`src/audio_pkg.sv`:
```
package audio_pkg;

    // Array geometry
    localparam int CHANNELS = 8;
    localparam int FRAMES = 256;
    localparam int SAMPLE_W = 16;

    // Index widths follow from the geometry
    localparam int CHAN_W = $clog2(CHANNELS);
    localparam int FRAME_W = $clog2(FRAMES);
    localparam int AUDIO_W = CHAN_W + FRAME_W;

    // Bit slots per I2S frame
    localparam int POSN_W = 6;

    typedef logic [CHAN_W-1:0] chan_t;
    typedef logic [FRAME_W-1:0] frame_t;

    // Channel in the upper bits, frame index in the lower bits
    typedef logic [AUDIO_W-1:0] audio_addr_t;

    typedef logic [SAMPLE_W-1:0] sample_t;
    typedef logic [POSN_W-1:0] posn_t;

    // Host bus
    typedef logic [31:0] word_t;
    typedef logic [7:0] cs_t;

    // Window offsets from the base chip-select byte
    localparam cs_t OFFSET_STATUS = 8'h02;
    localparam cs_t OFFSET_AUDIO = 8'h04;

    // Frame capture FSM
    typedef enum logic {
        IDLE,
        WRITE
    } capture_state_t;

endpackage

```
`src/frame_capture.sv`:
```
`timescale 1ns/1ps

module frame_capture (
    input  logic                       ck,
    input  logic                       arst_n,
    input  logic                       bit_en,
    input  audio_pkg::posn_t           frame_posn,
    input  logic                       host_mode,
    input  audio_pkg::sample_t         mic [audio_pkg::CHANNELS],
    input  audio_pkg::chan_t           left_sel,
    input  audio_pkg::chan_t           right_sel,
    input  logic                       host_we,
    input  audio_pkg::audio_addr_t     host_addr,
    input  audio_pkg::sample_t         host_data,
    output logic                       ram_we,
    output audio_pkg::audio_addr_t     ram_waddr,
    output audio_pkg::sample_t         ram_wdata,
    output audio_pkg::frame_t          frame,
    output audio_pkg::frame_t          capture_count,
    output audio_pkg::sample_t         mon_left,
    output audio_pkg::sample_t         mon_right,
    output logic                       ready
);

    audio_pkg::capture_state_t state_q;
    audio_pkg::chan_t          chan_q;
    audio_pkg::sample_t        cur_sample;
    logic                      start_of_frame;
    logic                      cap_we;
    logic                      last_chan;

    assign start_of_frame = bit_en && (frame_posn == 6'd0);
    assign cur_sample = mic[chan_q];
    assign last_chan = (chan_q == audio_pkg::chan_t'(audio_pkg::CHANNELS - 1));

    // Capture stops writing at once when the host takes over
    assign cap_we = (state_q == audio_pkg::WRITE) && !host_mode;

    always_ff @(posedge ck or negedge arst_n) begin
        if (!arst_n) begin
            state_q <= audio_pkg::IDLE;
            chan_q <= '0;
            frame <= '0;
            capture_count <= '0;
            ready <= 1'b0;
        end else begin
            ready <= 1'b0;
            case (state_q)
                audio_pkg::IDLE: begin
                    if (start_of_frame && !host_mode) begin
                        frame <= frame - 1'b1;
                        chan_q <= '0;
                        state_q <= audio_pkg::WRITE;
                    end
                end
                audio_pkg::WRITE: begin
                    if (host_mode) begin
                        // Abandoned frame, no ready
                        state_q <= audio_pkg::IDLE;
                    end else if (last_chan) begin
                        state_q <= audio_pkg::IDLE;
                        ready <= 1'b1;
                        capture_count <= capture_count + 1'b1;
                    end else begin
                        chan_q <= chan_q + 1'b1;
                    end
                end
                default: state_q <= audio_pkg::IDLE;
            endcase
        end
    end

    // Monitor channels pick up their sample as it goes to the RAM
    always_ff @(posedge ck or negedge arst_n) begin
        if (!arst_n) begin
            mon_left <= '0;
            mon_right <= '0;
        end else if (cap_we) begin
            if (chan_q == left_sel) begin
                mon_left <= cur_sample;
            end
            if (chan_q == right_sel) begin
                mon_right <= cur_sample;
            end
        end
    end

    // Host owns the write port in host mode
    assign ram_we = host_mode ? host_we : cap_we;
    assign ram_waddr = host_mode ? host_addr : {chan_q, frame};
    assign ram_wdata = host_mode ? host_data : cur_sample;

endmodule

```
`config.mk`:
```
export PLATFORM = sky130hd
export DESIGN_NAME = frame_capture
export DESIGN_NICKNAME = d
export VERILOG_FILES = /design/src/audio_pkg.sv /design/src/frame_capture.sv
export SDC_FILE = /design/constraint.sdc
export NUM_CORES = 1
export LEC_CHECK = 0
export ABC_CLOCK_PERIOD_IN_PS = 2760
export BUFFER_PORTS_ARGS = -buffer_cell sky130_fd_sc_hd__buf_2
export CORE_ASPECT_RATIO = 1.4
export CORE_MARGIN = 3
export CORE_UTILIZATION = 42
export DETAILED_ROUTE_END_ITERATION = 16
export HOLD_SLACK_MARGIN = 0.02
export PLACE_DENSITY = 0.86
export REMOVE_ABC_BUFFERS = 1
export SLEW_MARGIN = 20
export SYNTH_ARGS = -nofsm -noshare
export SYNTH_HDL_FRONTEND = slang
export SYNTH_SLANG_ARGS = --single-unit
```
`constraint.sdc`:
```
create_clock -name ck -period 2.76 [get_ports ck]
set_input_delay 0.69 -clock ck [delete_from_list [all_inputs] [get_ports ck]]
set_output_delay 0.69 -clock ck [all_outputs]
set_load 0.05 [all_outputs]
```
==> reports/summary.md <==
The first TritonRoute pass finished after 4 iterations. The largest net degree at the start of global routing was 38. The tools report the largest voltage drop on the vdd net as 335 uV. The endpoint identified for the worst register-to-register timing path is capture_count[7]$_DFFE_PN0P_. The per-cell via count in the routed design came out at 5.35.

The final route contains 3254 vias. The clock latency of the later-clocked register in the worst-skew pair is 0.28 ns. Tracing the worst setup path back leads to its startpoint at chan_q[0]$_DFFE_PN0P_. The total I/O pin count is 249. Compared with the post-synthesis result, the final layout area differs by 49.2%. The run finished, with violations left.

In the global route stage, overall resource usage came out at 23.5%. The transition time of the tightest slew-check pin is 0.585 ns. STA puts the critical path data required time at 2.07 ns. Based on the critical path, the design can be clocked at up to 0.345 GHz. The logs give 17900 um for the first-pass GRT wire length and 0 for the yosys synthesis warning count. The logs give 0.00977 mm2 for the area of the die and 39.5% for the proportion of power drawn by combinational gates.

The via count of the first global-routing pass is 3484. Largest incremental delay on the critical path: 0.50 ns. The final reports fail on setup timing. TritonCTS built the clock tree.

The placed wire-length estimate after detailed placement is 9280 um. Once layout is complete, the cells apart from fillers number 608. Mean routed wirelength per cell: 19.3 um.

The run gives 0 as the final routed DRC violation total. After layout, the design draws a total of 2.43 mW. The congestion estimate from routability-driven global placement came to 0.885. The run gives -0.135 ns as the post-route worst setup slack. The share of the synthesized area in the top cell type is 36.7%. In the final design database the tool counted 681 nets. The remaining max-slew budget at the tightest pin is 61.0%. The share of final-layout standard cells stronger than drive strength 1 came out at 76.5%.

Power spread over the standard cell area amounts to 451 mW/mm2. For the number of max-slew violations in the final report, the log shows 0. For this design the total switching power over the nets is 814 uW. The kind of cell adding the most delay to the critical path is multiplexers. From bottom edge to top edge, the die measures 116 um.

In this run, placement finished with an instance count of 592. The worst register-to-register path has a depth of 7. Counting along the longest clock path gives a buffer depth of 2. The core region is 0.00825 mm2. After technology mapping, the gate count stands at 245. The synthesized netlist occupies a cell area of 0.00361 mm2. The leakage power summed over all cells was 2.89 nW. By startpoint and endpoint, the worst setup path is classified as register to primary output. The startpoint identified for the worst register-to-register timing path is chan_q[1]$_DFFE_PN0P_. The clock net in this run drives a total of 53 sinks.

The tree is rooted in a sky130_fd_sc_hd__clkbuf_16. For the floorplan row count, the log shows 39. Setup repair after global routing could not meet its margin everywhere. The number of antenna violations at the first check in global routing came out at 0.

The floorplan die width was 84.4 um; the DRC violation total after the first TritonRoute iteration was 101. Most area-hungry cell type in the Yosys netlist: sky130_fd_sc_hd__dfrtp_1. Along the worst path, the maximum fanout reaches 6. For this run the aggregate overflow at the end of global routing stands at 0. The count of buffer and inverter cells on the critical path is 3, and the number of port buffers is 248. Flip-flop and latch count after synthesis: 53. Setup slack on the worst reg-to-reg path comes out at 0.75 ns. Slowest cell on the critical path: sky130_fd_sc_hd__mux4_2. In this run, CTS created clock tree buffers numbering 5. The worst hold path class was input pin to async pin. The clock skew was 0.00428 ns; the internal power summed over all cells was 1.62 mW. The tools report the critical path startpoint category as a register. The hold violation count in the final report is 0.

0 antenna diodes ended up in the layout. Max-cap violations in this run came to 0. Yosys attributes the largest share of cell area to sky130_fd_sc_hd__dfrtp_1, sky130_fd_sc_hd__mux4_2, sky130_fd_sc_hd__mux2_2, sky130_fd_sc_hd__mux2_4, sky130_fd_sc_hd__mux4_1. The average instance area after synthesis was 14.7 um2; the smallest hold slack was 0.400 ns. The count of nets left with antenna violations once routing finished came out at 0. In the finished design, the share of the clock period the worst path needs comes to 105%. Number of buffers added to fix hold violations after cts: 0. The logs give 2 for the maximum level of the CTS H-tree and 2.21 ns for the signal arrival time at the worst endpoint.

For the final wirelength, the log shows 11700 um. The worst setup path is captured at a primary output. Subtracting the final worst setup slack from the clock period gives 2.90 ns. The run gives 43.8% as the initial core utilization. Fraction of power spent switching nets: 33.5%. In this run, distinct cell masters in the synthesized netlist total 29. Of the total power, the clock network draws 25.9%. In this design, the critical path's most frequently occurring cell is sky130_fd_sc_hd__mux2_4. The clock-pin slew on the worst setup and hold paths was 0.07 ns; the portion of the post-synthesis area used by sequential elements was 36.7%. Traced cell by cell, the critical path runs through buf_12, buf_16, mux4_2, mux2_4, mux2_4, buf_8. The tools report the setup-violating endpoint count in the final report as 16. In this run, flip-flops and latches consume 34.6% of the power.
[how the worst max path moves through the flow]
stage | to | slack [ns] | cells after the start
floorplan | ram_wdata[0] | -0.72 | 3
global placement | ram_wdata[1] | 0.005 | 5
detailed placement | ram_wdata[1] | -0.003 | 5
global route | ram_wdata[5] | -0.20 | 5
finish | ram_wdata[11] | -0.14 | 6
CTS | ram_wdata[5] | -0.16 | 5
[timing repair]
item | in CTS | in global routing
resized for setup | 42 | 3
gates cloned | 2 | 0
endpoints found under the setup margin | 16 | 16
setup buffers | 5 | 1
[logic make-up after synthesis]
group,share of synthesized area [%]
flops,36.7
fa+ha+maj,1.39
xor+xnor,4.85
compound gates,0.554
mux,46.2
simple gates,6.44
buf+inv,3.81
[sequential cells by signal, indices dropped and copies added (netlist names)]
| register | count |
|---|---|
| capture_count | 8 |
| chan_q | 3 |
| frame | 8 |
| mon_left | 16 |
| mon_right | 16 |
| ready | 1 |
| state_q | 1 |
[area by class of cell]
cell class / instances / area [um2]
multi-input combinational: 173 / 2170
inverter: 3 / 11.3
timing repair buffer: 269 / 1600
sequential: 53 / 1330
fill: 607 / 2860
clock inverter: 2 / 13.8
clock buffer: 6 / 139
tap: 102 / 128
[Yosys cell counts]
cell type                  count
sky130_fd_sc_hd__and3b_1       1
sky130_fd_sc_hd__nor4_1        3
sky130_fd_sc_hd__mux2_4       26
sky130_fd_sc_hd__dfrtp_1      53
sky130_fd_sc_hd__nand2_1      11
sky130_fd_sc_hd__nor2b_1       1
sky130_fd_sc_hd__buf_6         4
sky130_fd_sc_hd__nand3_1       6
sky130_fd_sc_hd__nor3_1        4
sky130_fd_sc_hd__xnor2_1       6
sky130_fd_sc_hd__buf_2         3
sky130_fd_sc_hd__or4_1         1
sky130_fd_sc_hd__mux4_1        5
sky130_fd_sc_hd__o21ai_0       4
sky130_fd_sc_hd__clkbuf_1      4
sky130_fd_sc_hd__and3_1        1
sky130_fd_sc_hd__buf_1         3
sky130_fd_sc_hd__mux4_2       27
sky130_fd_sc_hd__mux2_2       48
sky130_fd_sc_hd__nand4_1       3
sky130_fd_sc_hd__ha_1          4
sky130_fd_sc_hd__or2_2         1
sky130_fd_sc_hd__nor2_1        3
sky130_fd_sc_hd__nor4_4        2
sky130_fd_sc_hd__buf_12        2
sky130_fd_sc_hd__nand2b_1      1
sky130_fd_sc_hd__inv_1         3
sky130_fd_sc_hd__xor2_1       14
sky130_fd_sc_hd__and4_1        1
[metal layers]
metal	global-route usage [%]	up-vias	share of wire [%]
li1	-	1455	-
met1	27.4	1599	36
met2	43.2	170	54
met3	4.62	30	7.4
met4	8.13	0	3.0
met5	0	-	0
[per-stage QoR]
stage	setup slack (ns)	util (%)	setup TNS (ns)	instance area, um2
final	-0.135	65.4	-1.79	5390
after global routing	-0.205	65.4	-2.69	5390
after CTS	-0.162	65.2	-2.09	5380
after detailed placement	-0.00312	60.8	-0.00312	5020
after global placement	0.00542	60.8	0	5020
after floorplan	-0.718	-	-19.18	3490
[cells in the final DEF, fill, tap and decap left out, drive strengths merged, types with 4 or more instances in the layout]
cell type,instances
mux2,74
mux4,32
nor3,4
nand3,6
clkbuf,6
buf,269
xor2,14
xnor2,6
ha,4
nor4,5
nand2,11
o21ai,4
dfrtp,53
[power groups by stage]
stage                     Combinational, mW  Clock (mW)  Sequential, mW
after floorplan                       0.455           0           0.979
after detailed placement              0.851           0           0.854
final                                 0.960       0.630           0.842
after global placement                0.826           0           0.852
after global routing                   1.02       0.678           0.847
after CTS                             0.960       0.646           0.841
No activity file was read; power rests on OpenSTA's default activity.
