$ cat src/audio_pkg.sv
package audio_pkg;

    // Array geometry
    localparam int CHANNELS = 8;
    localparam int FRAMES = 256;
    localparam int SAMPLE_W = 16;

    // Index widths follow from the geometry
    localparam int CHAN_W = $clog2(CHANNELS);
    localparam int FRAME_W = $clog2(FRAMES);
    localparam int AUDIO_W = CHAN_W + FRAME_W;

    // Bit slots per I2S frame
    localparam int POSN_W = 6;

    typedef logic [CHAN_W-1:0] chan_t;
    typedef logic [FRAME_W-1:0] frame_t;

    // Channel in the upper bits, frame index in the lower bits
    typedef logic [AUDIO_W-1:0] audio_addr_t;

    typedef logic [SAMPLE_W-1:0] sample_t;
    typedef logic [POSN_W-1:0] posn_t;

    // Host bus
    typedef logic [31:0] word_t;
    typedef logic [7:0] cs_t;

    // Window offsets from the base chip-select byte
    localparam cs_t OFFSET_STATUS = 8'h02;
    localparam cs_t OFFSET_AUDIO = 8'h04;

    // Frame capture FSM
    typedef enum logic {
        IDLE,
        WRITE
    } capture_state_t;

endpackage

$ cat src/i2s_rx.sv
`timescale 1ns/1ps

module i2s_rx (
    input  logic                ck,
    input  logic                arst_n,
    input  logic                sample_en,
    input  logic                sd,
    input  audio_pkg::posn_t    frame_posn,
    output audio_pkg::sample_t  left,
    output audio_pkg::sample_t  right
);

    audio_pkg::sample_t shift_q;
    logic               data_slot;
    logic               last_slot;

    // Slots 1..16 of each half carry data, MSB first
    assign data_slot = (frame_posn[4:0] != 5'd0) && (frame_posn[4:0] <= 5'd16);
    assign last_slot = (frame_posn[4:0] == 5'd16);

    always_ff @(posedge ck) begin
        if (sample_en && data_slot) begin
            shift_q <= {shift_q[14:0], sd};
        end
    end

    always_ff @(posedge ck or negedge arst_n) begin
        if (!arst_n) begin
            left <= '0;
            right <= '0;
        end else if (sample_en && last_slot) begin
            // ws half selects the destination word
            if (frame_posn[5]) begin
                right <= {shift_q[14:0], sd};
            end else begin
                left <= {shift_q[14:0], sd};
            end
        end
    end

endmodule

$ cat config.mk
export PLATFORM = sky130hd
export DESIGN_NAME = i2s_rx
export DESIGN_NICKNAME = d
export VERILOG_FILES = /design/src/audio_pkg.sv /design/src/i2s_rx.sv
export SDC_FILE = /design/constraint.sdc
export NUM_CORES = 1
export LEC_CHECK = 0
export ABC_AREA = 0
export BUFFER_PORTS_ARGS = -buffer_cell sky130_fd_sc_hd__buf_2
export CORE_MARGIN = 2
export CORE_UTILIZATION = 43
export DETAILED_ROUTE_END_ITERATION = 10
export PLACE_DENSITY = 0.66
export RECOVER_POWER = 100
export SYNTH_ARGS = -nofsm -noshare
export SYNTH_HDL_FRONTEND = slang
export SYNTH_SLANG_ARGS = --single-unit
$ cat constraint.sdc
create_clock -name ck -period 1.7 [get_ports ck]
set_input_delay 0.51 -clock ck [delete_from_list [all_inputs] [get_ports ck]]
set_output_delay 0.51 -clock ck [all_outputs]
set_load 0.1 [all_outputs]
==> qor.txt, run 1 <==
critical path fanouts, max - 2
Post-CTS Resized - 0
clock tree buffer depth - 2
setup ws final - 69.4 ps
crit share post-route - 95.9%
Fill cells - 356
routability cong. - 0.672
DR pass1 iterations - 2
routed vias/inst - 4.79
vias - 900
Mapped Cells - 86
Avg Inst Size Synth - 20.6 sq um
worst rel slew slack - 46.4%
WL per Instance - 15.1 microns
area leader, netlist - dfrtp_1
worst-margin pin slew - 804 ps
layout cell share with drive strength beyond 1 - 50.0%
Pins Over Slew Limit - 0
flops & latches, synth - 47
area grow syn2layout - 18.3%
startpoint types - register
Hold Crit Class - input port to async pin
clock-pin transition on the worst setup and hold timing paths - 80 ps
CTS Sinks - 47
CP required - 1190 ps
crit path cell chain - clkbuf_2
initial antenna violation count - 0
DRC - 0
WP buf/inv - 1
total CTS buffers - 5
Crit. End Element - output pin
CP max stage cell - clkbuf_2
largest net degree at the start of global routing - 33
status - complete, no violations
gr usage total - 14.8%
max incr delay on CP - 460 ps
Hold-fix buffers, CTS - 0
leak pwr - 1.03 nW
Non-Filler Instances - 188
Power Density - 1490 nW/um^2
max-cap violations - 0
total global routing overflow - 0
synthesized area - 1770 sq um
Netlist cell types - 10
unrepaired setup endpoints after global routing - false
crit path time final - 1630 ps
Initial Util - 44.6%
dpl cells - 180
Setup Total Neg Slack - 0 ps
Final HPWL DP - 1960 microns
area of the multi-input gates - 435 sq um
H-tree depth - 2
Area contributors post-synth - dfrtp_1 45%, edfxtp_1 25%, mux2_4 17%, mux2_2 7.6%, buf_6 1.3%
Placement Cell Area - 2130 sq um
post-route ant nets - 0
post-route cell area - 2100 sq um
max frequency - 613 MHz
die width - 68.2 microns
final hold violation count - 0
VDD IR max - 0.747 mV
Seq/Total Area, Yosys - 70.6%
Layout Nets - 148
Clock Tree Root - clkbuf_8
Synth top area share - 45.2%
dpl ws - -164 ps
Antenna diodes - 0
die area - 4650 sq um
Post CTS Setup Buffer Count - 0
Seq. cell area - 1250 sq um
Crit path max-delay family - buffers and inverters
clock skew - 4.02 ps
Buffers on Ports - 41
Final setup viols - 0
CORE AREA - 3970 sq um
Die Span Y - 68.2 microns
first-pass GRT wire length - 4860 microns
CP Data Arrival Time - 1120 ps
TritonCTS clock tree - done
vias in the first global route - 955
Syn Nets - 97
synthesis warning total - 0
initial drt markers - 52
Post-Route WL - 2850 microns
Worst-Skew Late Latency - 290 ps
io pins - 42
CP Class - register to output pin
Cell Rows - 23
-- metrics by stage --
| stage | total power [W] | util (%) | hold slack [ps] |
|---|---|---|---|
| floorplan | 0.00224 | - | 214 |
| global placement | 0.00241 | 53.6 | 468 |
| detailed placement | 0.00242 | 53.6 | 474 |
| CTS | 0.00322 | 56.5 | 157 |
| global route | 0.00326 | 52.8 | 434 |
| finish | 0.00312 | 52.8 | 376 |
-- registers in the layout, summed over array words and instances (netlist names) --
register and cells:
shift_q 15, left 16, right 16
-- synthesized netlist by cell type --
cell type / count
mux2_2: 12
nor4_1: 1
dfrtp_1: 32
edfxtp_1: 15
buf_6: 2
mux2_4: 20
nand3_4: 1
nor2b_1: 1
nand3b_4: 1
ha_1: 1
-- where the power goes --
part	total [W]	internal [W]	switching (W)
logic	0.000979	0.000139	0.000840
clock network	0.000795	0.000437	0.000358
registers	0.00135	0.00129	0.0000627
-- metal layers --
metal | share of wire, % | track usage [%]
met4 | 1.4 | 5.25
met5 | 0 | 0
met1 | 46 | 19.0
met2 | 45 | 22.8
met3 | 7.4 | 5.59
-- path summary, 6_finish.rpt --
check | from | endpoint | slack (ps) | depth (start not counted)
setup / recovery | left[2]$_DFFE_PN0P_ | left[2] | 70 | 1
hold / removal | arst_n | right[8]$_DFFE_PN0P_ | 380 | 2
setup reg to reg | shift_q[12]$_DFFE_PP_ | right[13]$_DFFE_PN0P_ | 850 | 1
hold reg to reg | shift_q[11]$_DFFE_PP_ | shift_q[12]$_DFFE_PP_ | 480 | 0
max in group asynchronous | arst_n | left[4]$_DFFE_PN0P_ | 820 | 2
min in group ck | sd | shift_q[0]$_DFFE_PP_ | 460 | 1
-- layout make-up --
class	instances	share of cell area, %
tap	50	2.99
clock inverter	3	2.09
timing repair buffer	46	11.2
clock buffer	5	3.28
multi-input combinational	37	20.8
sequential	47	59.7
-- cells by family (layout without fill, tap and decap cells) --
group | after synthesis | count (layout) | share of synthesized area (%)
flip-flops | 47 | 47 | 70.6
multiplexers | 32 | 32 | 24.6
AND/OR/NAND/NOR | 4 | 4 | 2.83
buffers and inverters | 2 | 54 | 1.27
adder cells (fa/ha/maj) | 1 | 1 | 0.706
-- placed cells by master, fill, tap and decap left out --
cell	n
clkinv_4	1
ha_1	1
mux2_4	2
clkbuf_1	3
edfxtp_1	15
mux2_1	18
buf_2	9
clkbuf_8	5
bufinv_16	1
nand3b_2	1
nor4_2	1
clkbuf_4	2
nor2b_4	1
clkbuf_2	31
clkinv_2	1
nand3_4	1
buf_4	1
dfrtp_1	32
mux2_2	12
No activity file was read; power rests on OpenSTA's default activity.
==> run 2: changes to the inputs <==
--- a/config.mk
+++ b/config.mk
@@ -8,9 +8,9 @@
 export ABC_AREA = 0
 export BUFFER_PORTS_ARGS = -buffer_cell sky130_fd_sc_hd__buf_2
 export CORE_MARGIN = 2
-export CORE_UTILIZATION = 43
+export CORE_UTILIZATION = 50
 export DETAILED_ROUTE_END_ITERATION = 10
-export PLACE_DENSITY = 0.66
+export PLACE_DENSITY = 0.75
 export RECOVER_POWER = 100
 export SYNTH_ARGS = -nofsm -noshare
 export SYNTH_HDL_FRONTEND = slang
==> run 2 against run 1 <==
  * Largest cell class unchanged
  * Setup slack got worse by 13 ps
  * Clock-buffer cell count up 1
  * Combinational power about the same
  * Highest routed layer unchanged
  * Register-to-register slack lost 30 ps
  * Clock power decreased by 22%
  * Sequential power is essentially flat
  * Non-clock buffer count shrank 1
  * Routed wire length grew 0.35%
  * Critical path depth unchanged
==> qor.txt, run 2 (synthesized netlist as in run 1, its figures left out) <==
crit path time final - 1640 ps
final hold violation count - 0
Final HPWL DP - 1980 microns
Power Density - 1430 nW/um^2
Die Span Y - 63.5 microns
Setup Total Neg Slack - 0 ps
WP buf/inv - 1
max frequency - 608 MHz
critical path fanouts, max - 2
Fill cells - 284
Buffers on Ports - 41
Clock Tree Root - clkbuf_4
Crit. End Element - output pin
Initial Util - 52.7%
crit path cell chain - buf_2
routed vias/inst - 4.98
leading cell type in the layout, fill and taps excluded - dfrtp_1
Post-Route WL - 2860 microns
first-pass GRT wire length - 4740 microns
WL per Instance - 15.7 microns
gr usage total - 16.0%
max incr delay on CP - 420 ps
Pins Over Slew Limit - 0
Cell Rows - 21
VDD IR max - 0.896 mV
CP Data Arrival Time - 1130 ps
io pins - 42
initial drt markers - 10
Final setup viols - 0
CORE AREA - 3360 sq um
Finished Core Util - 62.1%
DR pass1 iterations - 4
worst-margin pin slew - 788 ps
commonest non-fill, non-tap cells in the layout - 32 x dfrtp_1, 27 x clkbuf_4, 18 x mux2_1
Post CTS Setup Buffer Count - 0
setup ws final - 56.6 ps
CP Class - register to output pin
CP max stage cell - buf_2
Crit path max-delay family - buffers and inverters
layout cell share with drive strength beyond 1 - 48.5%
dpl ws - -152 ps
H-tree depth - 2
die width - 63.5 microns
vias - 906
CTS Sinks - 47
routability cong. - 0.698
leak pwr - 1.02 nW
Worst-Skew Late Latency - 350 ps
CP required - 1190 ps
clock-pin transition on the worst setup and hold timing paths - 130 ps
unrepaired setup endpoints after global routing - false
Seq. cell area - 1250 sq um
clock tree buffer depth - 2
post-route ant nets - 0
DRC - 0
Hold Crit Class - input port to async pin
vias in the first global route - 971
initial antenna violation count - 0
biggest regs - left: 16 flops, right: 16 flops, shift_q: 15 flops
Antenna diodes - 0
Hold-fix buffers, CTS - 0
area of the multi-input gates - 432 sq um
Layout Nets - 147
die area - 4040 sq um
largest net degree at the start of global routing - 33
total global routing overflow - 0
total CTS buffers - 5
startpoint types - register
crit share post-route - 96.7%
TritonCTS clock tree - done
smallest hold slack - 221 ps
clock skew - 8.26 ps
max-cap violations - 0
worst rel slew slack - 47.4%
area grow syn2layout - 17.9%
status - complete, no violations
run 2: cell types whose count changed in the layout (fill, tap and decap cells not counted), sizes merged:
| cell | change |
|---|---|
| clkbuf | -7 |
| clkinv | -2 |
| buf | +7 |
run 2: per-stage QoR:
| step | instance area [sq um] | cells | total power, W |
|---|---|---|---|
| after floorplan | 1800 | 86 | 0.00224 |
| after global placement | 2120 | 175 | 0.00240 |
| after detailed placement | 2120 | 175 | 0.00242 |
| after CTS | 2190 | 182 | 0.00305 |
| after global routing | 2090 | 182 | 0.00309 |
| final | 2090 | 182 | 0.00299 |
run 2: cell type report:
class                   count  share of cell area, %
flip-flops and latches     47                   59.9
multi-input cells          37                   20.7
repair buffers             45                   13.3
well taps                  46                   2.75
clock buffers               6                   1.98
clock inverters             1                   1.44
run 2: where the power goes:
part / total [W] / internal, W / switching, W
clock: 0.000624 / 0.000303 / 0.000321
combinational: 0.00101 / 0.000174 / 0.000839
sequential: 0.00135 / 0.00129 / 0.0000617
run 2: timing repair:
item,CTS,global route
setup endpoints to repair,1,21
resized for setup,1,21
cloned,0,0
run 2: routing by layer:
metal	GRT usage [%]	vias up	part of all wire (%)
met5	0	-	0
met4	6.52	0	1.5
met3	5.54	7	6.1
met2	26.3	27	51
met1	19.3	455	41
li1	-	417	-
run 2: worst paths after layout:
| check | from | endpoint | slack [ps] | cells after the start |
|---|---|---|---|---|
| worst min-delay path | arst_n | left[14]$_DFFE_PN0P_ | 220 | 1 |
| max in group asynchronous | arst_n | left[1]$_DFFE_PN0P_ | 990 | 1 |
| worst max register to register | shift_q[4]$_DFFE_PP_ | right[5]$_DFFE_PN0P_ | 820 | 1 |
| min in group ck | sd | shift_q[0]$_DFFE_PP_ | 380 | 1 |
| worst max-delay path | left[7]$_DFFE_PN0P_ | left[7] | 60 | 1 |
| worst min register to register | shift_q[1]$_DFFE_PP_ | shift_q[2]$_DFFE_PP_ | 490 | 0 |
