==> config.mk <==
export PLATFORM = sky130hd
export DESIGN_NAME = i2s_timing
export DESIGN_NICKNAME = d
export VERILOG_FILES = /design/src/audio_pkg.sv /design/src/i2s_timing.sv
export SDC_FILE = /design/constraint.sdc
export NUM_CORES = 1
export LEC_CHECK = 0
export CORE_AREA = 2 2 39 41
export CTS_CLUSTER_DIAMETER = 30
export DETAILED_ROUTE_END_ITERATION = 10
export DIE_AREA = 0 0 41 43
export DONT_BUFFER_PORTS = 1
export GPL_TIMING_DRIVEN = 0
export MAX_ROUTING_LAYER = met4
export SLEW_MARGIN = 5
export SYNTH_ARGS = -nofsm -noshare
export SYNTH_HDL_FRONTEND = slang
export SYNTH_SLANG_ARGS = --single-unit
==> constraint.sdc <==
create_clock -name ck -period 1.7 [get_ports ck]
set_input_delay 0.34 -clock ck [delete_from_list [all_inputs] [get_ports ck]]
set_output_delay 0.34 -clock ck [all_outputs]
set_load 0.05 [all_outputs]
==> src/audio_pkg.sv <==
package audio_pkg;

    // Array geometry
    localparam int CHANNELS = 8;
    localparam int FRAMES = 256;
    localparam int SAMPLE_W = 16;

    // Index widths follow from the geometry
    localparam int CHAN_W = $clog2(CHANNELS);
    localparam int FRAME_W = $clog2(FRAMES);
    localparam int AUDIO_W = CHAN_W + FRAME_W;

    // Bit slots per I2S frame
    localparam int POSN_W = 6;

    typedef logic [CHAN_W-1:0] chan_t;
    typedef logic [FRAME_W-1:0] frame_t;

    // Channel in the upper bits, frame index in the lower bits
    typedef logic [AUDIO_W-1:0] audio_addr_t;

    typedef logic [SAMPLE_W-1:0] sample_t;
    typedef logic [POSN_W-1:0] posn_t;

    // Host bus
    typedef logic [31:0] word_t;
    typedef logic [7:0] cs_t;

    // Window offsets from the base chip-select byte
    localparam cs_t OFFSET_STATUS = 8'h02;
    localparam cs_t OFFSET_AUDIO = 8'h04;

    // Frame capture FSM
    typedef enum logic {
        IDLE,
        WRITE
    } capture_state_t;

endpackage

==> src/i2s_timing.sv <==
`timescale 1ns/1ps

module i2s_timing #(
    parameter int I2S_DIVIDER = 16
) (
    input  logic               ck,
    input  logic               arst_n,
    output logic               sck,
    output logic               ws,
    output logic               bit_en,
    output logic               sample_en,
    output audio_pkg::posn_t   frame_posn
);

    localparam int DIV_W = $clog2(I2S_DIVIDER);
    // Sampling point sits a third of a bit period after the data edge
    localparam int DLY = I2S_DIVIDER / 3;

    logic [DIV_W-1:0] div_cnt;
    logic [DLY-1:0]   delay_sr;

    always_ff @(posedge ck or negedge arst_n) begin
        if (!arst_n) begin
            div_cnt <= '0;
            sck <= 1'b0;
            bit_en <= 1'b0;
            frame_posn <= '0;
        end else begin
            bit_en <= 1'b0;
            if (div_cnt == DIV_W'(I2S_DIVIDER - 1)) begin
                div_cnt <= '0;
                // Falling sck edge starts the next slot
                sck <= 1'b0;
                bit_en <= 1'b1;
                frame_posn <= frame_posn + 1'b1;
            end else begin
                div_cnt <= div_cnt + 1'b1;
                if (div_cnt == DIV_W'(I2S_DIVIDER / 2 - 1)) begin
                    sck <= 1'b1;
                end
            end
        end
    end

    always_ff @(posedge ck or negedge arst_n) begin
        if (!arst_n) begin
            delay_sr <= '0;
        end else begin
            delay_sr <= {delay_sr[DLY-2:0], bit_en};
        end
    end

    assign sample_en = delay_sr[DLY-1];

    // Left half of the frame while low
    assign ws = frame_posn[5];

endmodule

==> impl_metrics.py, run 1 <==
metrics = {
    "layout": {
        "area_growth_pct": 9.24,
        "drive_gt1_share_pct": 12.5,
        "most-common-layout-cells": "dfrtp_1, nand2_1, xnor2_1",
        "fillCellCount": 131,
        "post-route-util_pct": 48.1,
        "final_common_cell": "dfrtp_1",
        "diodes": 0,
        "nets": 53,
    },
    "timing": {
        "final-max-slew-violation-count": 0,
        "max_freq_ghz": 0.626,
        "grt_setup_unrepaired": "false",
        "fin_crit_sh_pct": 93.9,
        "fin_crit_ps": 1600,
        "tns_ps": 0,
        "finalSetupViolCount": 0,
        "slew_headroom_pct": 51.5,
        "hold_viol_final": 0,
        "clock_skew_ps": 1.07,
        "worst_slew_pin_slew_ps": 726,
    },
    "clocking": {
        "post_cts_resized": 0,
        "cts-buffers-inserted": 3,
        "clkLatencyLatePin_ps": 290,
        "cts.clk_slew.worst_paths_ps": 90,
        "cts_tree": "done",
        "htree_levels": 1,
        "cts_sinks": 17,
        "cts.path.max_buffers": 2,
        "cts-root-buf": "clkbuf_4",
    },
    "run": {
        "drv_cap": 0,
    },
    "worst_setup_path": {
        "critPathSlowestCell": "dfrtp_1",
        "cp.arrival_ps": 1260,
        "critPathMaxStageDelay_ps": 670,
        "setup.worst_path.start": "frame_posn[5]",
        "reg2reg_slack_ps": 260,
        "critPathMaxFanout": 3,
        "crit_chain": "buf_4",
        "worstSetupPathType": "reg -> out",
        "cp.required_ps": 1360,
        "cp-end-kind": "primary output",
        "path_buf_inv": 1,
        "r2r-start": "frame_posn[0]",
        "start_kind": "flip-flop",
        "critical_path.top_delay_family": "flip-flops",
    },
    "floorplanning": {
        "initial_core_util_pct": 44.0,
        "io_pins": 12,
        "dieWidth_um": 41,
        "die_area_sq_um": 1760,
        "fp.dieH_um": 43,
        "rows": 14,
        "core_sq_um": 1380,
    },
    "global_routing": {
        "grt_max_degree": 18,
        "grt_pass1_vias": 372,
        "grt_overflow": 0,
        "grt.total_usage_pct": 15.6,
        "antenna_found_initial": 0,
        "grt_pass1_wl_um": 1610,
    },
    "hold_path": {
        "worst_hold_path_type": "reg -> reg",
        "hp-start": "delay_sr[1]",
    },
    "route": {
        "wl_um": 964,
        "vias": 333,
        "detailedRoute.firstPassIterationCount": 1,
        "viasPerCell": 5.20,
        "drc": 0,
        "drt_iter0_markers": 0,
        "wl_per_cell_um": 15.1,
        "ant_nets": 0,
    },
    "yosys": {
        "ys_seq_area_share_pct": 69.8,
        "synth.avg_cell_area_sq_um": 14.2,
        "ys_ff_latch": 17,
        "synthCells": 43,
        "synth.distinct_cells": 15,
        "synth_nets": 47,
        "synth.yosys.warnings": 0,
        "netlist_area_sq_um": 609,
    },
    "power": {
        "ir_worst_vdd_uv": 436,
        "p_per_area_nw_per_um2": 936,
        "p_leak_nw": 0.308,
    },
    "placed_design": {
        "finalWeightedCongestion": 0.654,
        "portBuffers": 0,
    },
    "status": {
        "status": "complete, no violations",
    },
}
-- per-layer routing --
layer	vias up	track usage [%]	routed length (um)
li1	153	-	-
met1	165	13.5	337
met2	10	22.8	503
met3	5	9.42	86
met4	0	12.0	36
met5	-	-	0
-- through the flow --
step,worst slack (ps),power [mW],instance area (sq um),hold slack [ps],std cells
detailed placement,264,0.412,629,44.8,59
global route,37.4,0.656,666,373,64
CTS,80.7,0.633,666,367,64
finish,103,0.623,666,370,64
global placement,318,0.412,629,44.7,59
floorplan,352,0.412,609,44.4,43
-- final timing paths --
check / cells past startpoint / end
setup reg to reg: 3 / frame_posn[4]
min in group asynchronous: 1 / frame_posn[5]
max in group asynchronous: 1 / div_cnt[0]
hold / removal: 0 / delay_sr[2]
setup / recovery: 1 / frame_posn[5]
hold reg to reg: 0 / delay_sr[2]
-- cell type report --
| type | instances | area, sq um | area share, % |
|---|---|---|---|
| Multi-Input combinational cell | 23 | 161 | 24.2 |
| Sequential cell | 17 | 425 | 63.9 |
| Clock buffer | 4 | 26.3 | 3.95 |
| Tap cell | 16 | 20.0 | 3.01 |
| Inverter | 1 | 3.75 | 0.564 |
| Buffer | 2 | 18.8 | 2.82 |
| Timing Repair Buffer | 1 | 10.0 | 1.50 |
-- synth_stat cells (all sizes together) --
library cell  instances  area share, %
nor2                  1           0.62
o31ai                 1            1.2
o21ai                 2            1.6
and3                  2            2.1
dfrtp                17             70
mux2                  1            1.8
nand2                 4            2.5
xor2                  2            2.9
a21oi                 1           0.82
buf                   2            3.1
inv                   1           0.62
nand4                 3            3.1
xnor2                 4            5.7
ha                    2            4.1
-- logic make-up (layout without fill, tap and decap cells) --
kind of cell             after synthesis  count (layout)  synth area share (%)
AND/OR/NAND/NOR                       10              10                  8.21
buffers and inverters                  3               8                  3.70
adder cells (fa/ha/maj)                2               2                  4.11
AO/OA/AOI/OAI                          4               4                  3.70
multiplexers                           1               1                  1.85
flip-flops                            17              17                  69.8
XOR/XNOR                               6               6                  8.62
-- flip-flops by register name (all words and copies together), names as in the netlist --
signal / cells
bit_en: 1
delay_sr: 5
div_cnt: 4
frame_posn: 6
sck: 1
-- power breakdown --
part	total, mW	switching, mW	internal [mW]
combinational	0.00870	0.00715	0.00155
sequential	0.404	0	0.404
clock	0.211	0.119	0.0913
-- what timing repair did --
item,CTS,global route
buffers inserted,0,0
endpoints found under the hold margin,17,0
hold buffers,1,0
Note: power is estimated with default switching activity, not from simulation.
==> run 2: changes to the inputs <==
--- a/config.mk
+++ b/config.mk
@@ -5,10 +5,10 @@
 export SDC_FILE = /design/constraint.sdc
 export NUM_CORES = 1
 export LEC_CHECK = 0
-export CORE_AREA = 2 2 39 41
+export CORE_AREA = 8 8 45 47
 export CTS_CLUSTER_DIAMETER = 30
 export DETAILED_ROUTE_END_ITERATION = 10
-export DIE_AREA = 0 0 41 43
+export DIE_AREA = 0 0 53 55
 export DONT_BUFFER_PORTS = 1
 export GPL_TIMING_DRIVEN = 0
 export MAX_ROUTING_LAYER = met4
==> impl_metrics.py, run 2 (synthesized netlist as in run 1, its figures left out) <==
metrics = {
    "worst_setup_path": {
        "crit_chain": "buf_4",
        "critPathMaxStageDelay_ps": 680,
        "critical_path.top_delay_family": "flip-flops",
        "worstSetupPathType": "reg -> out",
        "cp.arrival_ps": 1280,
        "path_buf_inv": 1,
        "critPathSlowestCell": "dfrtp_1",
        "critPathMaxFanout": 3,
        "start_kind": "flip-flop",
        "cp-end-kind": "primary output",
        "cp.required_ps": 1360,
    },
    "placed_design": {
        "portBuffers": 0,
        "finalWeightedCongestion": 0.654,
        "hpwl_um": 726,
        "dp_slack_ps": 289,
    },
    "layout": {
        "fillCellCount": 122,
        "drive_gt1_share_pct": 14.6,
        "final_common_cell": "dfrtp_1",
        "largest_register": "frame_posn",
        "biggestRegsByFlops": "frame_posn x6, delay_sr x5, div_cnt x4",
        "most-common-layout-cells": "dfrtp_1, nand2_1, xnor2_1",
        "area_growth_pct": 9.45,
        "diodes": 0,
        "largest_reg_flops": 6,
        "nets": 53,
    },
    "global_routing": {
        "antenna_found_initial": 0,
        "grt_max_degree": 18,
        "grt.total_usage_pct": 9.06,
        "grt_pass1_vias": 332,
        "grt_pass1_wl_um": 1670,
        "grt_overflow": 0,
    },
    "floorplanning": {
        "initial_core_util_pct": 44.0,
        "rows": 14,
        "dieWidth_um": 53,
        "die_area_sq_um": 2920,
        "io_pins": 12,
        "fp.dieH_um": 55,
        "core_sq_um": 1380,
    },
    "timing": {
        "tns_ps": 0,
        "finalSetupViolCount": 0,
        "fin_crit_ps": 1620,
        "worst_slew_pin_slew_ps": 726,
        "fin_crit_sh_pct": 95.2,
        "grt_setup_unrepaired": "false",
        "final-max-slew-violation-count": 0,
        "clock_skew_ps": 6.34,
        "worst_slack_ps": 81.2,
        "max_freq_ghz": 0.618,
        "slew_headroom_pct": 51.5,
        "hold_viol_final": 0,
        "finalHoldWorstSlack_ps": 364,
    },
    "clocking": {
        "htree_levels": 1,
        "post_cts_resized": 0,
        "cts.path.max_buffers": 2,
        "cts.clk_slew.worst_paths_ps": 100,
        "cts-buffers-inserted": 3,
        "cts-root-buf": "clkbuf_4",
        "cts_tree": "done",
        "cts_sinks": 17,
        "clkLatencyLatePin_ps": 300,
    },
    "route": {
        "drc": 0,
        "ant_nets": 0,
        "wl_per_cell_um": 16.0,
        "drt_iter0_markers": 3,
        "viasPerCell": 5.20,
        "detailedRoute.firstPassIterationCount": 4,
        "wl_um": 1020,
        "vias": 333,
    },
    "hold_path": {
        "worst_hold_path_type": "reg -> reg",
    },
    "status": {
        "status": "complete, no violations",
    },
    "run": {
        "drv_cap": 0,
    },
    "power": {
        "ir_worst_vdd_uv": 530,
        "p_per_area_nw_per_um2": 942,
        "p_leak_nw": 0.310,
    },
}
[run 2: path summary, 6_finish.rpt]
check,slack (ps),end,start,depth (start not counted)
max,80,frame_posn[5],frame_posn[5],1
min,360,delay_sr[2],delay_sr[1],0
max reg2reg,280,frame_posn[1],frame_posn[0],2
min reg2reg,360,delay_sr[2],delay_sr[1],0
max in group asynchronous,710,div_cnt[3],arst_n,1
min in group asynchronous,530,frame_posn[2],arst_n,1
[run 2: per-layer routing]
metal,up-vias,GRT usage (%),wire length [um]
met3,4,7.22,127
met4,0,7.76,39
met2,14,12.5,492
met5,-,-,0
li1,154,-,-
met1,161,7.84,361
[run 2: cell type report]
class | instances | area, sq um | area share, %
buffer | 2 | 18.8 | 2.81
clock buffer | 3 | 22.5 | 3.38
clock inverter | 1 | 5.00 | 0.750
inverter | 1 | 3.75 | 0.563
multi-input combinational | 23 | 161 | 24.2
sequential | 17 | 425 | 63.8
tap | 16 | 20.0 | 3.00
timing repair buffer | 1 | 10.0 | 1.50
[run 2: what timing repair did]
item,in CTS,in global routing
hold endpoints to repair,17,0
setup buffers,0,0
hold buffers,1,0
[run 2: power breakdown]
part           switching, mW  internal [mW]
clock                  0.127         0.0878
sequential                 0          0.404
combinational        0.00715        0.00155
[run 2: through the flow]
step | cells | area [sq um] | utilization [%] | power, mW
2_1_floorplan | 43 | 609 | - | 0.412
3_3_place_gp | 59 | 629 | 45.5 | 0.412
3_5_place_dp | 59 | 629 | 45.5 | 0.412
4_1_cts | 64 | 667 | 48.2 | 0.640
5_1_grt | 64 | 667 | 48.2 | 0.657
6_report | 64 | 667 | 48.2 | 0.628
