### config.mk
export PLATFORM = sky130hd
export DESIGN_NAME = i2s_tx
export DESIGN_NICKNAME = d
export VERILOG_FILES = /design/src/audio_pkg.sv /design/src/i2s_tx.sv
export SDC_FILE = /design/constraint.sdc
export NUM_CORES = 1
export LEC_CHECK = 0
export BUFFER_PORTS_ARGS = -buffer_cell sky130_fd_sc_hd__buf_4
export CAP_MARGIN = 20
export CELL_PAD_IN_SITES_DETAIL_PLACEMENT = 1
export CELL_PAD_IN_SITES_GLOBAL_PLACEMENT = 2
export CORE_MARGIN = 8
export CORE_UTILIZATION = 38
export CTS_CLUSTER_DIAMETER = 40
export DETAILED_ROUTE_END_ITERATION = 10
export PLACE_DENSITY = 0.87
export REMOVE_ABC_BUFFERS = 1
export SYNTH_ARGS = -nofsm -noshare
export SYNTH_HDL_FRONTEND = slang
export SYNTH_SLANG_ARGS = --single-unit
### constraint.sdc
create_clock -name ck -period 2.9 [get_ports ck]
set_input_delay 0.145 -clock ck [delete_from_list [all_inputs] [get_ports ck]]
set_output_delay 0.145 -clock ck [all_outputs]
set_load 0.02 [all_outputs]
### src/audio_pkg.sv
package audio_pkg;

    // Array geometry
    localparam int CHANNELS = 8;
    localparam int FRAMES = 256;
    localparam int SAMPLE_W = 16;

    // Index widths follow from the geometry
    localparam int CHAN_W = $clog2(CHANNELS);
    localparam int FRAME_W = $clog2(FRAMES);
    localparam int AUDIO_W = CHAN_W + FRAME_W;

    // Bit slots per I2S frame
    localparam int POSN_W = 6;

    typedef logic [CHAN_W-1:0] chan_t;
    typedef logic [FRAME_W-1:0] frame_t;

    // Channel in the upper bits, frame index in the lower bits
    typedef logic [AUDIO_W-1:0] audio_addr_t;

    typedef logic [SAMPLE_W-1:0] sample_t;
    typedef logic [POSN_W-1:0] posn_t;

    // Host bus
    typedef logic [31:0] word_t;
    typedef logic [7:0] cs_t;

    // Window offsets from the base chip-select byte
    localparam cs_t OFFSET_STATUS = 8'h02;
    localparam cs_t OFFSET_AUDIO = 8'h04;

    // Frame capture FSM
    typedef enum logic {
        IDLE,
        WRITE
    } capture_state_t;

endpackage

### src/i2s_tx.sv
`timescale 1ns/1ps

module i2s_tx (
    input  logic                ck,
    input  logic                arst_n,
    input  logic                bit_en,
    input  audio_pkg::posn_t    frame_posn,
    input  audio_pkg::sample_t  left,
    input  audio_pkg::sample_t  right,
    output logic                sd
);

    audio_pkg::sample_t shift_q;
    audio_pkg::sample_t right_hold;
    logic               data_slot;

    assign data_slot = (frame_posn[4:0] != 5'd0) && (frame_posn[4:0] <= 5'd16);

    always_ff @(posedge ck or negedge arst_n) begin
        if (!arst_n) begin
            shift_q <= '0;
            right_hold <= '0;
            sd <= 1'b0;
        end else if (bit_en) begin
            if (frame_posn == 6'd0) begin
                // Both halves of a frame come from the same snapshot
                shift_q <= left;
                right_hold <= right;
                sd <= 1'b0;
            end else if (frame_posn == 6'd32) begin
                shift_q <= right_hold;
                sd <= 1'b0;
            end else if (data_slot) begin
                sd <= shift_q[15];
                shift_q <= {shift_q[14:0], 1'b0};
            end else begin
                sd <= 1'b0;
            end
        end
    end

endmodule

==> impl_metrics.json, run 1 <==
{
  "status": "finished, final reports clean",
  "gp_congestion": 0.677,
  "crit_type": "primary input to register",
  "clk_root_buffer_cell": "sky130_fd_sc_hd__clkbuf_8",
  "preCtsSetupSlack_ns": 0.903,
  "power.share.combinational": 0.236,
  "cp_slowest_stage_delay_ns": 0.73,
  "post_drt_wl_per_cell_um": 17.2,
  "clock_insertion_delay_at_the_later_pin_of_the_skew_report_ns": 0.28,
  "floorplan.io_pins": 42,
  "critical_path_buf_inv_count": 1,
  "worst_path_max_delay_cell": "sky130_fd_sc_hd__and3b_1",
  "crit_path_cell_trace": "buf_4 > nor2b_1 > and3b_1 > mux2_1",
  "groute.usage.overall": 0.135,
  "critical_path_peak_fanout": 34,
  "synth.yosys.seq_area_share": 0.409,
  "routed_wl_um": 4930,
  "htree_levels": 2,
  "cts.clk_slew.worst_paths_ns": 0.07,
  "fp.dieArea_um2": 7900,
  "worst_hold_endpoint": "right_hold[4]",
  "num_antenna_cells": 0,
  "count_of_unresolved_drc_violations_after_routing": 0,
  "hold_depth": 2,
  "synth.distinct_cells": 21,
  "final-setup-viol-count": 0,
  "filler_cell_count": 580,
  "cap_viol_max_count": 0,
  "grt.overflow.total": 0,
  "yosysMostFrequentCell": "sky130_fd_sc_hd__dfrtp_1",
  "switching_power_as_a_share_of_total_power": 0.284,
  "drtIter0Drc": 47,
  "routed_antenna_nets": 0,
  "number_of_synthesized_flops_with_an_enable_pin": 0,
  "timing.reg2reg.setup_slack_ns": 1.86,
  "place_inst": 278,
  "grt_start_max_net_pins": 35,
  "timing.critical_path.from_type": "primary input",
  "timing.max_slew.rel_slack": 0.443,
  "postSynth.topFlopCell": "sky130_fd_sc_hd__dfrtp_1",
  "finish.instance_area_um2": 2440,
  "count_of_standard_cell_rows": 26,
  "layoutNonFillerInstCount": 287,
  "firstDrtPassIters": 4,
  "floorplan.initialDensity": 0.395,
  "tritoncts_num_sinks": 33,
  "dpl.hpwl_um": 3430,
  "synth_cell_area_um2": 2020,
  "clock_skew_ns": 0.00172,
  "cts_inserted_buffers": 5,
  "ys_ff_latch": 33,
  "clock_path_buffers": 2,
  "layout_min_cycle_time_ns": 1.64,
  "report.final.slew_viol_count": 0,
  "core_region_area_um2": 5110,
  "placed_cell_area_um2": 2350,
  "yosysWarningCount": 0,
  "worst_setup_path_end_kind": "register",
  "yosys.area.top_type": "sky130_fd_sc_hd__dfrtp_1",
  "power.internal_uw": 874,
  "drive_gt1_frac": 0.300,
  "vdd.ir_drop.worst_uv": 281,
  "initial_antenna_violation_count": 0,
  "vias_in_the_first_global_route": 1710,
  "layout-area-overhead-vs-synth_pct": 20.8,
  "routed_vias": 1505,
  "design.final.nets": 257,
  "syn_area_per_cell_um2": 11.2,
  "setup_repair_after_global_routing_missed_its_margin": "false",
  "worst_r2r_endpoint": "shift_q[0]",
  "power.share.clock": 0.276,
  "timing.final.ws_setup_ns": 1.26,
  "worst_path_dominant_cell_family": "simple AND/OR/NAND/NOR gates",
  "worst-r2r-cell-count": 2,
  "leakage_nw": 1.03,
  "die_width_um": 88.9,
  "cts.repair_timing.setup_buffer_count": 0,
  "tritoncts": "yes",
  "synthDominantCellAreaShare": 0.409,
  "seq_power_share": 0.489,
  "max_freq_mhz": 608,
  "hp-class": "primary input to register",
  "worst-slew-pin-transition_ns": 0.835,
  "power-per-cell-area_nw_per_um2": 500,
  "netlist_top_cells_area": "sky130_fd_sc_hd__dfrtp_1 (41%), sky130_fd_sc_hd__mux2i_1 (15%), sky130_fd_sc_hd__mux2_1 (8.9%)",
  "die_height_um": 88.9,
  "cp_data_arrival_time_ns": 1.81,
  "drt-vias-per-instance": 5.24,
  "port-buffer-count": 41,
  "fin_crit_sh": 0.567,
  "worst_ep_required_time_ns": 3.06,
  "post_syn_instances": 181,
  "grt_pass1_wl_um": 8220,
  "net-switching-power_uw": 346,
  "async_reset_ff_frac": 1.00,
  "finalHoldViolations": 0,
  "rr_startpoint": "right_hold[0]",
  "post_synth_most_frequent_cells": "sky130_fd_sc_hd__dfrtp_1 (33), sky130_fd_sc_hd__mux2i_1 (30), sky130_fd_sc_hd__mux2_1 (16), sky130_fd_sc_hd__mux2_2 (16)",
  "min_from": "right[4]"
}
-- state kept, by name, summed over array words and instances (netlist names) --
| signal | flops |
|---|---|
| shift_q | 16 |
| sd | 1 |
| right_hold | 16 |
-- what timing repair did --
| item | 4_1_cts | 5_1_grt |
|---|---|---|
| endpoints found under the hold margin | 33 | 0 |
| endpoints found under the setup margin | 0 | 0 |
| hold buffers | 1 | 0 |
| gates resized for setup | 0 | 0 |
-- stage by stage --
step           total power, mW   util  TNS [ns]  hold WS (ns)
4_1_cts                   1.24  0.478         0        0.0621
3_5_place_dp             0.894  0.460         0         0.126
6_report                  1.22  0.478         0        0.0708
3_3_place_gp             0.869  0.460         0         0.123
2_1_floorplan            0.768      -    -0.369        -0.151
5_1_grt                   1.30  0.478         0        0.0731
-- layer usage --
metal  vias to the layer above  track usage  share of wire
met5                         -            0              0
met4                         0       0.0568          0.019
met3                         8       0.0358          0.039
met2                        28        0.245           0.52
met1                       751        0.143           0.43
li1                        718            -              -
-- power groups by stage --
| stage | combinational (mW) | sequential, mW | clock, mW |
|---|---|---|---|
| 5_1_grt | 0.318 | 0.609 | 0.375 |
| 3_3_place_gp | 0.273 | 0.596 | 0 |
| 4_1_cts | 0.293 | 0.596 | 0.348 |
| 6_report | 0.287 | 0.597 | 0.336 |
| 2_1_floorplan | 0.182 | 0.585 | 0 |
| 3_5_place_dp | 0.290 | 0.605 | 0 |
-- kinds of logic (layout without fill, tap and decap cells) --
family | after synthesis | in the layout | share of synthesized area
buf+inv | 18 | 54 | 0.0434
mux | 62 | 62 | 0.327
flops | 33 | 33 | 0.409
xor+xnor | 1 | 1 | 0.00434
simple gates | 49 | 49 | 0.150
compound gates | 18 | 18 | 0.0663
-- final cells by class --
type | instances | area (um2) | area share
Multi-Input combinational cell | 130 | 1110 | 0.453
Tap cell | 70 | 87.6 | 0.0359
Clock buffer | 8 | 80.1 | 0.0328
Inverter | 2 | 7.51 | 0.00308
Sequential cell | 33 | 826 | 0.338
Timing Repair Buffer | 44 | 333 | 0.136
-- cells in the final DEF, fill, tap and decap left out --
cell / count
sky130_fd_sc_hd__mux2_2: 16
sky130_fd_sc_hd__mux2i_1: 30
sky130_fd_sc_hd__nand2_1: 1
sky130_fd_sc_hd__dlygate4sd3_1: 1
sky130_fd_sc_hd__nand2b_1: 15
sky130_fd_sc_hd__a32o_1: 1
sky130_fd_sc_hd__xnor2_1: 1
sky130_fd_sc_hd__a211oi_1: 15
sky130_fd_sc_hd__nor2_1: 15
sky130_fd_sc_hd__dfrtp_1: 33
sky130_fd_sc_hd__clkbuf_8: 5
sky130_fd_sc_hd__nand3b_1: 15
sky130_fd_sc_hd__nor2b_1: 1
sky130_fd_sc_hd__nor4_4: 1
sky130_fd_sc_hd__clkbuf_1: 3
sky130_fd_sc_hd__o21ai_0: 1
sky130_fd_sc_hd__and3b_1: 1
sky130_fd_sc_hd__mux2_1: 16
sky130_fd_sc_hd__buf_4: 43
sky130_fd_sc_hd__inv_1: 2
sky130_fd_sc_hd__o22ai_1: 1
-- worst max-delay path by stage --
stage,startpoint,to,slack (ns),depth (start not counted)
finish,bit_en,right_hold[9],1.26,4
global route,bit_en,right_hold[3],1.10,4
floorplan,frame_posn[3],right_hold[0],-0.02,3
global placement,bit_en,right_hold[4],1.0,4
CTS,bit_en,right_hold[9],1.20,4
detailed placement,bit_en,right_hold[9],0.90,4
Power figures use the tool's default switching activity.
==> run 2, diff against run 1 <==
--- a/config.mk
+++ b/config.mk
@@ -10,10 +10,10 @@
 export CELL_PAD_IN_SITES_DETAIL_PLACEMENT = 1
 export CELL_PAD_IN_SITES_GLOBAL_PLACEMENT = 2
 export CORE_MARGIN = 8
-export CORE_UTILIZATION = 38
+export CORE_UTILIZATION = 31
 export CTS_CLUSTER_DIAMETER = 40
 export DETAILED_ROUTE_END_ITERATION = 10
-export PLACE_DENSITY = 0.87
+export PLACE_DENSITY = 0.76
 export REMOVE_ABC_BUFFERS = 1
 export SYNTH_ARGS = -nofsm -noshare
 export SYNTH_HDL_FRONTEND = slang
==> constraint.sdc (replaced) <==
create_clock -name ck -period 1.4 [get_ports ck]
set_input_delay 0.07 -clock ck [delete_from_list [all_inputs] [get_ports ck]]
set_output_delay 0.07 -clock ck [all_outputs]
set_load 0.02 [all_outputs]
==> impl_metrics.json, run 2 (synthesis gave the netlist of run 1 again) <==
{
  "post_drt_wl_per_cell_um": 15.1,
  "worst_path_dominant_cell_family": "buffers and inverters",
  "most_common_library_cell_in_the_layout_ignoring_fill_and_taps": "sky130_fd_sc_hd__buf_4",
  "critical_path_peak_fanout": 23,
  "max_freq_mhz": 865,
  "cts_inserted_buffers": 5,
  "fin_crit_sh": 0.826,
  "floorplan.initialDensity": 0.320,
  "finalPower_mw": 2.57,
  "tritoncts_num_sinks": 33,
  "setup_repair_after_global_routing_missed_its_margin": "false",
  "worst_setup_path_end_kind": "register",
  "routed_wl_um": 4740,
  "hp-class": "primary input to register",
  "grt_pass1_wl_um": 8360,
  "cts.clk_slew.worst_paths_ns": 0.07,
  "worst_ep_required_time_ns": 1.58,
  "gp_congestion": 0.695,
  "timing.hold.ws_ns": 0.0111,
  "clk_root_buffer_cell": "sky130_fd_sc_hd__clkbuf_8",
  "vias_in_the_first_global_route": 1707,
  "critical_path_buf_inv_count": 2,
  "power-per-cell-area_nw_per_um2": 976,
  "dpl.hpwl_um": 3340,
  "htree_levels": 2,
  "num_antenna_cells": 0,
  "design.final.nets": 277,
  "grt.overflow.total": 0,
  "drtIter0Drc": 31,
  "cp_slowest_stage_delay_ns": 0.40,
  "layout_min_cycle_time_ns": 1.16,
  "finalHoldViolations": 0,
  "grt_start_max_net_pins": 34,
  "timing.critical_path.from_type": "primary input",
  "groute.usage.overall": 0.105,
  "firstDrtPassIters": 4,
  "worst-slew-pin-transition_ns": 0.441,
  "worst-r2r-cell-count": 3,
  "totalNegativeSetupSlack_ns": 0,
  "clock_path_buffers": 2,
  "cap_viol_max_count": 0,
  "worst_hold_endpoint": "right_hold[7]",
  "report.final.slew_viol_count": 0,
  "final-setup-viol-count": 0,
  "finish.instance_area_um2": 2640,
  "fp.dieArea_um2": 9350,
  "vdd.ir_drop.worst_uv": 541,
  "die_height_um": 96.7,
  "core_region_area_um2": 6310,
  "layout-area-overhead-vs-synth_pct": 30.5,
  "tritoncts": "yes",
  "worst_path_max_delay_cell": "sky130_fd_sc_hd__buf_4",
  "count_of_unresolved_drc_violations_after_routing": 0,
  "worst_r2r_endpoint": "shift_q[3]",
  "largest_registers": "right_hold: 16 flops, shift_q: 16 flops, sd: 1 flops",
  "clock_skew_ns": 0.00442,
  "min_from": "right[7]",
  "routed_antenna_nets": 0,
  "cp_data_arrival_time_ns": 1.34,
  "final_cell_mix": "sky130_fd_sc_hd__buf_4 (51), sky130_fd_sc_hd__dfrtp_1 (33), sky130_fd_sc_hd__mux2i_1 (30), sky130_fd_sc_hd__mux2_1 (16), sky130_fd_sc_hd__mux2_2 (16)",
  "cts.repair_timing.setup_buffer_count": 0,
  "initial_antenna_violation_count": 0,
  "crit_path_cell_trace": "buf_4 > nor4_4 > buf_4 > mux2i_1 > a211oi_1",
  "die_width_um": 96.7,
  "layoutNonFillerInstCount": 313,
  "rr_startpoint": "right_hold[3]",
  "hold_depth": 2,
  "status": "finished, final reports clean",
  "drt-vias-per-instance": 4.93,
  "leakage_nw": 1.13,
  "crit_path_top_cell_by_count": "sky130_fd_sc_hd__buf_4",
  "crit_type": "primary input to register",
  "routed_vias": 1542,
  "timing.max_slew.rel_slack": 0.706,
  "place_inst": 293,
  "timing.reg2reg.setup_slack_ns": 0.34,
  "clock_insertion_delay_at_the_later_pin_of_the_skew_report_ns": 0.28,
  "floorplan.io_pins": 42,
  "drive_gt1_frac": 0.314,
  "count_of_standard_cell_rows": 29,
  "placed_cell_area_um2": 2420,
  "port-buffer-count": 41
}
==> run 2: changes by cell type in the layout (fill, tap and decap cells not counted) <==
cell and delta:
sky130_fd_sc_hd__buf_4 +8, sky130_fd_sc_hd__clkbuf_1 -2, sky130_fd_sc_hd__clkbuf_8 +1, sky130_fd_sc_hd__dlygate4sd3_1 +12
==> run 2: through the flow <==
stage	utilization	worst slack, ns
2_1_floorplan	-	-1.45
6_report	0.417	0.244
3_5_place_dp	0.383	-0.0377
4_1_cts	0.417	0.234
3_3_place_gp	0.383	0.0104
5_1_grt	0.417	0.134
==> run 2: per-layer routing <==
metal | GRT usage | vias to the layer above | share of wire
met5 | 0 | - | 0
met4 | 0.0391 | 0 | 0.012
met3 | 0.0334 | 8 | 0.047
met2 | 0.160 | 35 | 0.44
met1 | 0.136 | 742 | 0.50
li1 | - | 757 | -
==> run 2: worst max-delay path by stage <==
stage / slack, ns / depth (start not counted) / endpoint / startpoint
global route: 0.13 / 5 / shift_q[3] / frame_posn[3]
floorplan: -1.45 / 3 / right_hold[0] / frame_posn[3]
CTS: 0.23 / 5 / shift_q[3] / frame_posn[3]
global placement: 0.01 / 5 / right_hold[10] / frame_posn[3]
detailed placement: -0.04 / 5 / shift_q[3] / frame_posn[3]
finish: 0.24 / 5 / shift_q[3] / frame_posn[3]
==> run 2: what timing repair did <==
item	in CTS	in global routing
resized for setup	0	0
endpoints found under the hold margin	45	0
setup endpoints to repair	0	0
hold buffers	13	0
==> run 2: power by group <==
part	switching [mW]	total [mW]	internal (mW)
sequential	0.113	1.23	1.11
clock	0.335	0.725	0.390
combinational	0.247	0.620	0.373
==> run 2: area by class of cell <==
| cell class | instances | area, um2 |
|---|---|---|
| Timing Repair Buffer | 64 | 513 |
| Multi-Input combinational cell | 130 | 1110 |
| Fill cell | 700 | 3680 |
| Sequential cell | 33 | 826 |
| Clock buffer | 7 | 86.3 |
| Tap cell | 77 | 96.3 |
| Inverter | 2 | 7.51 |
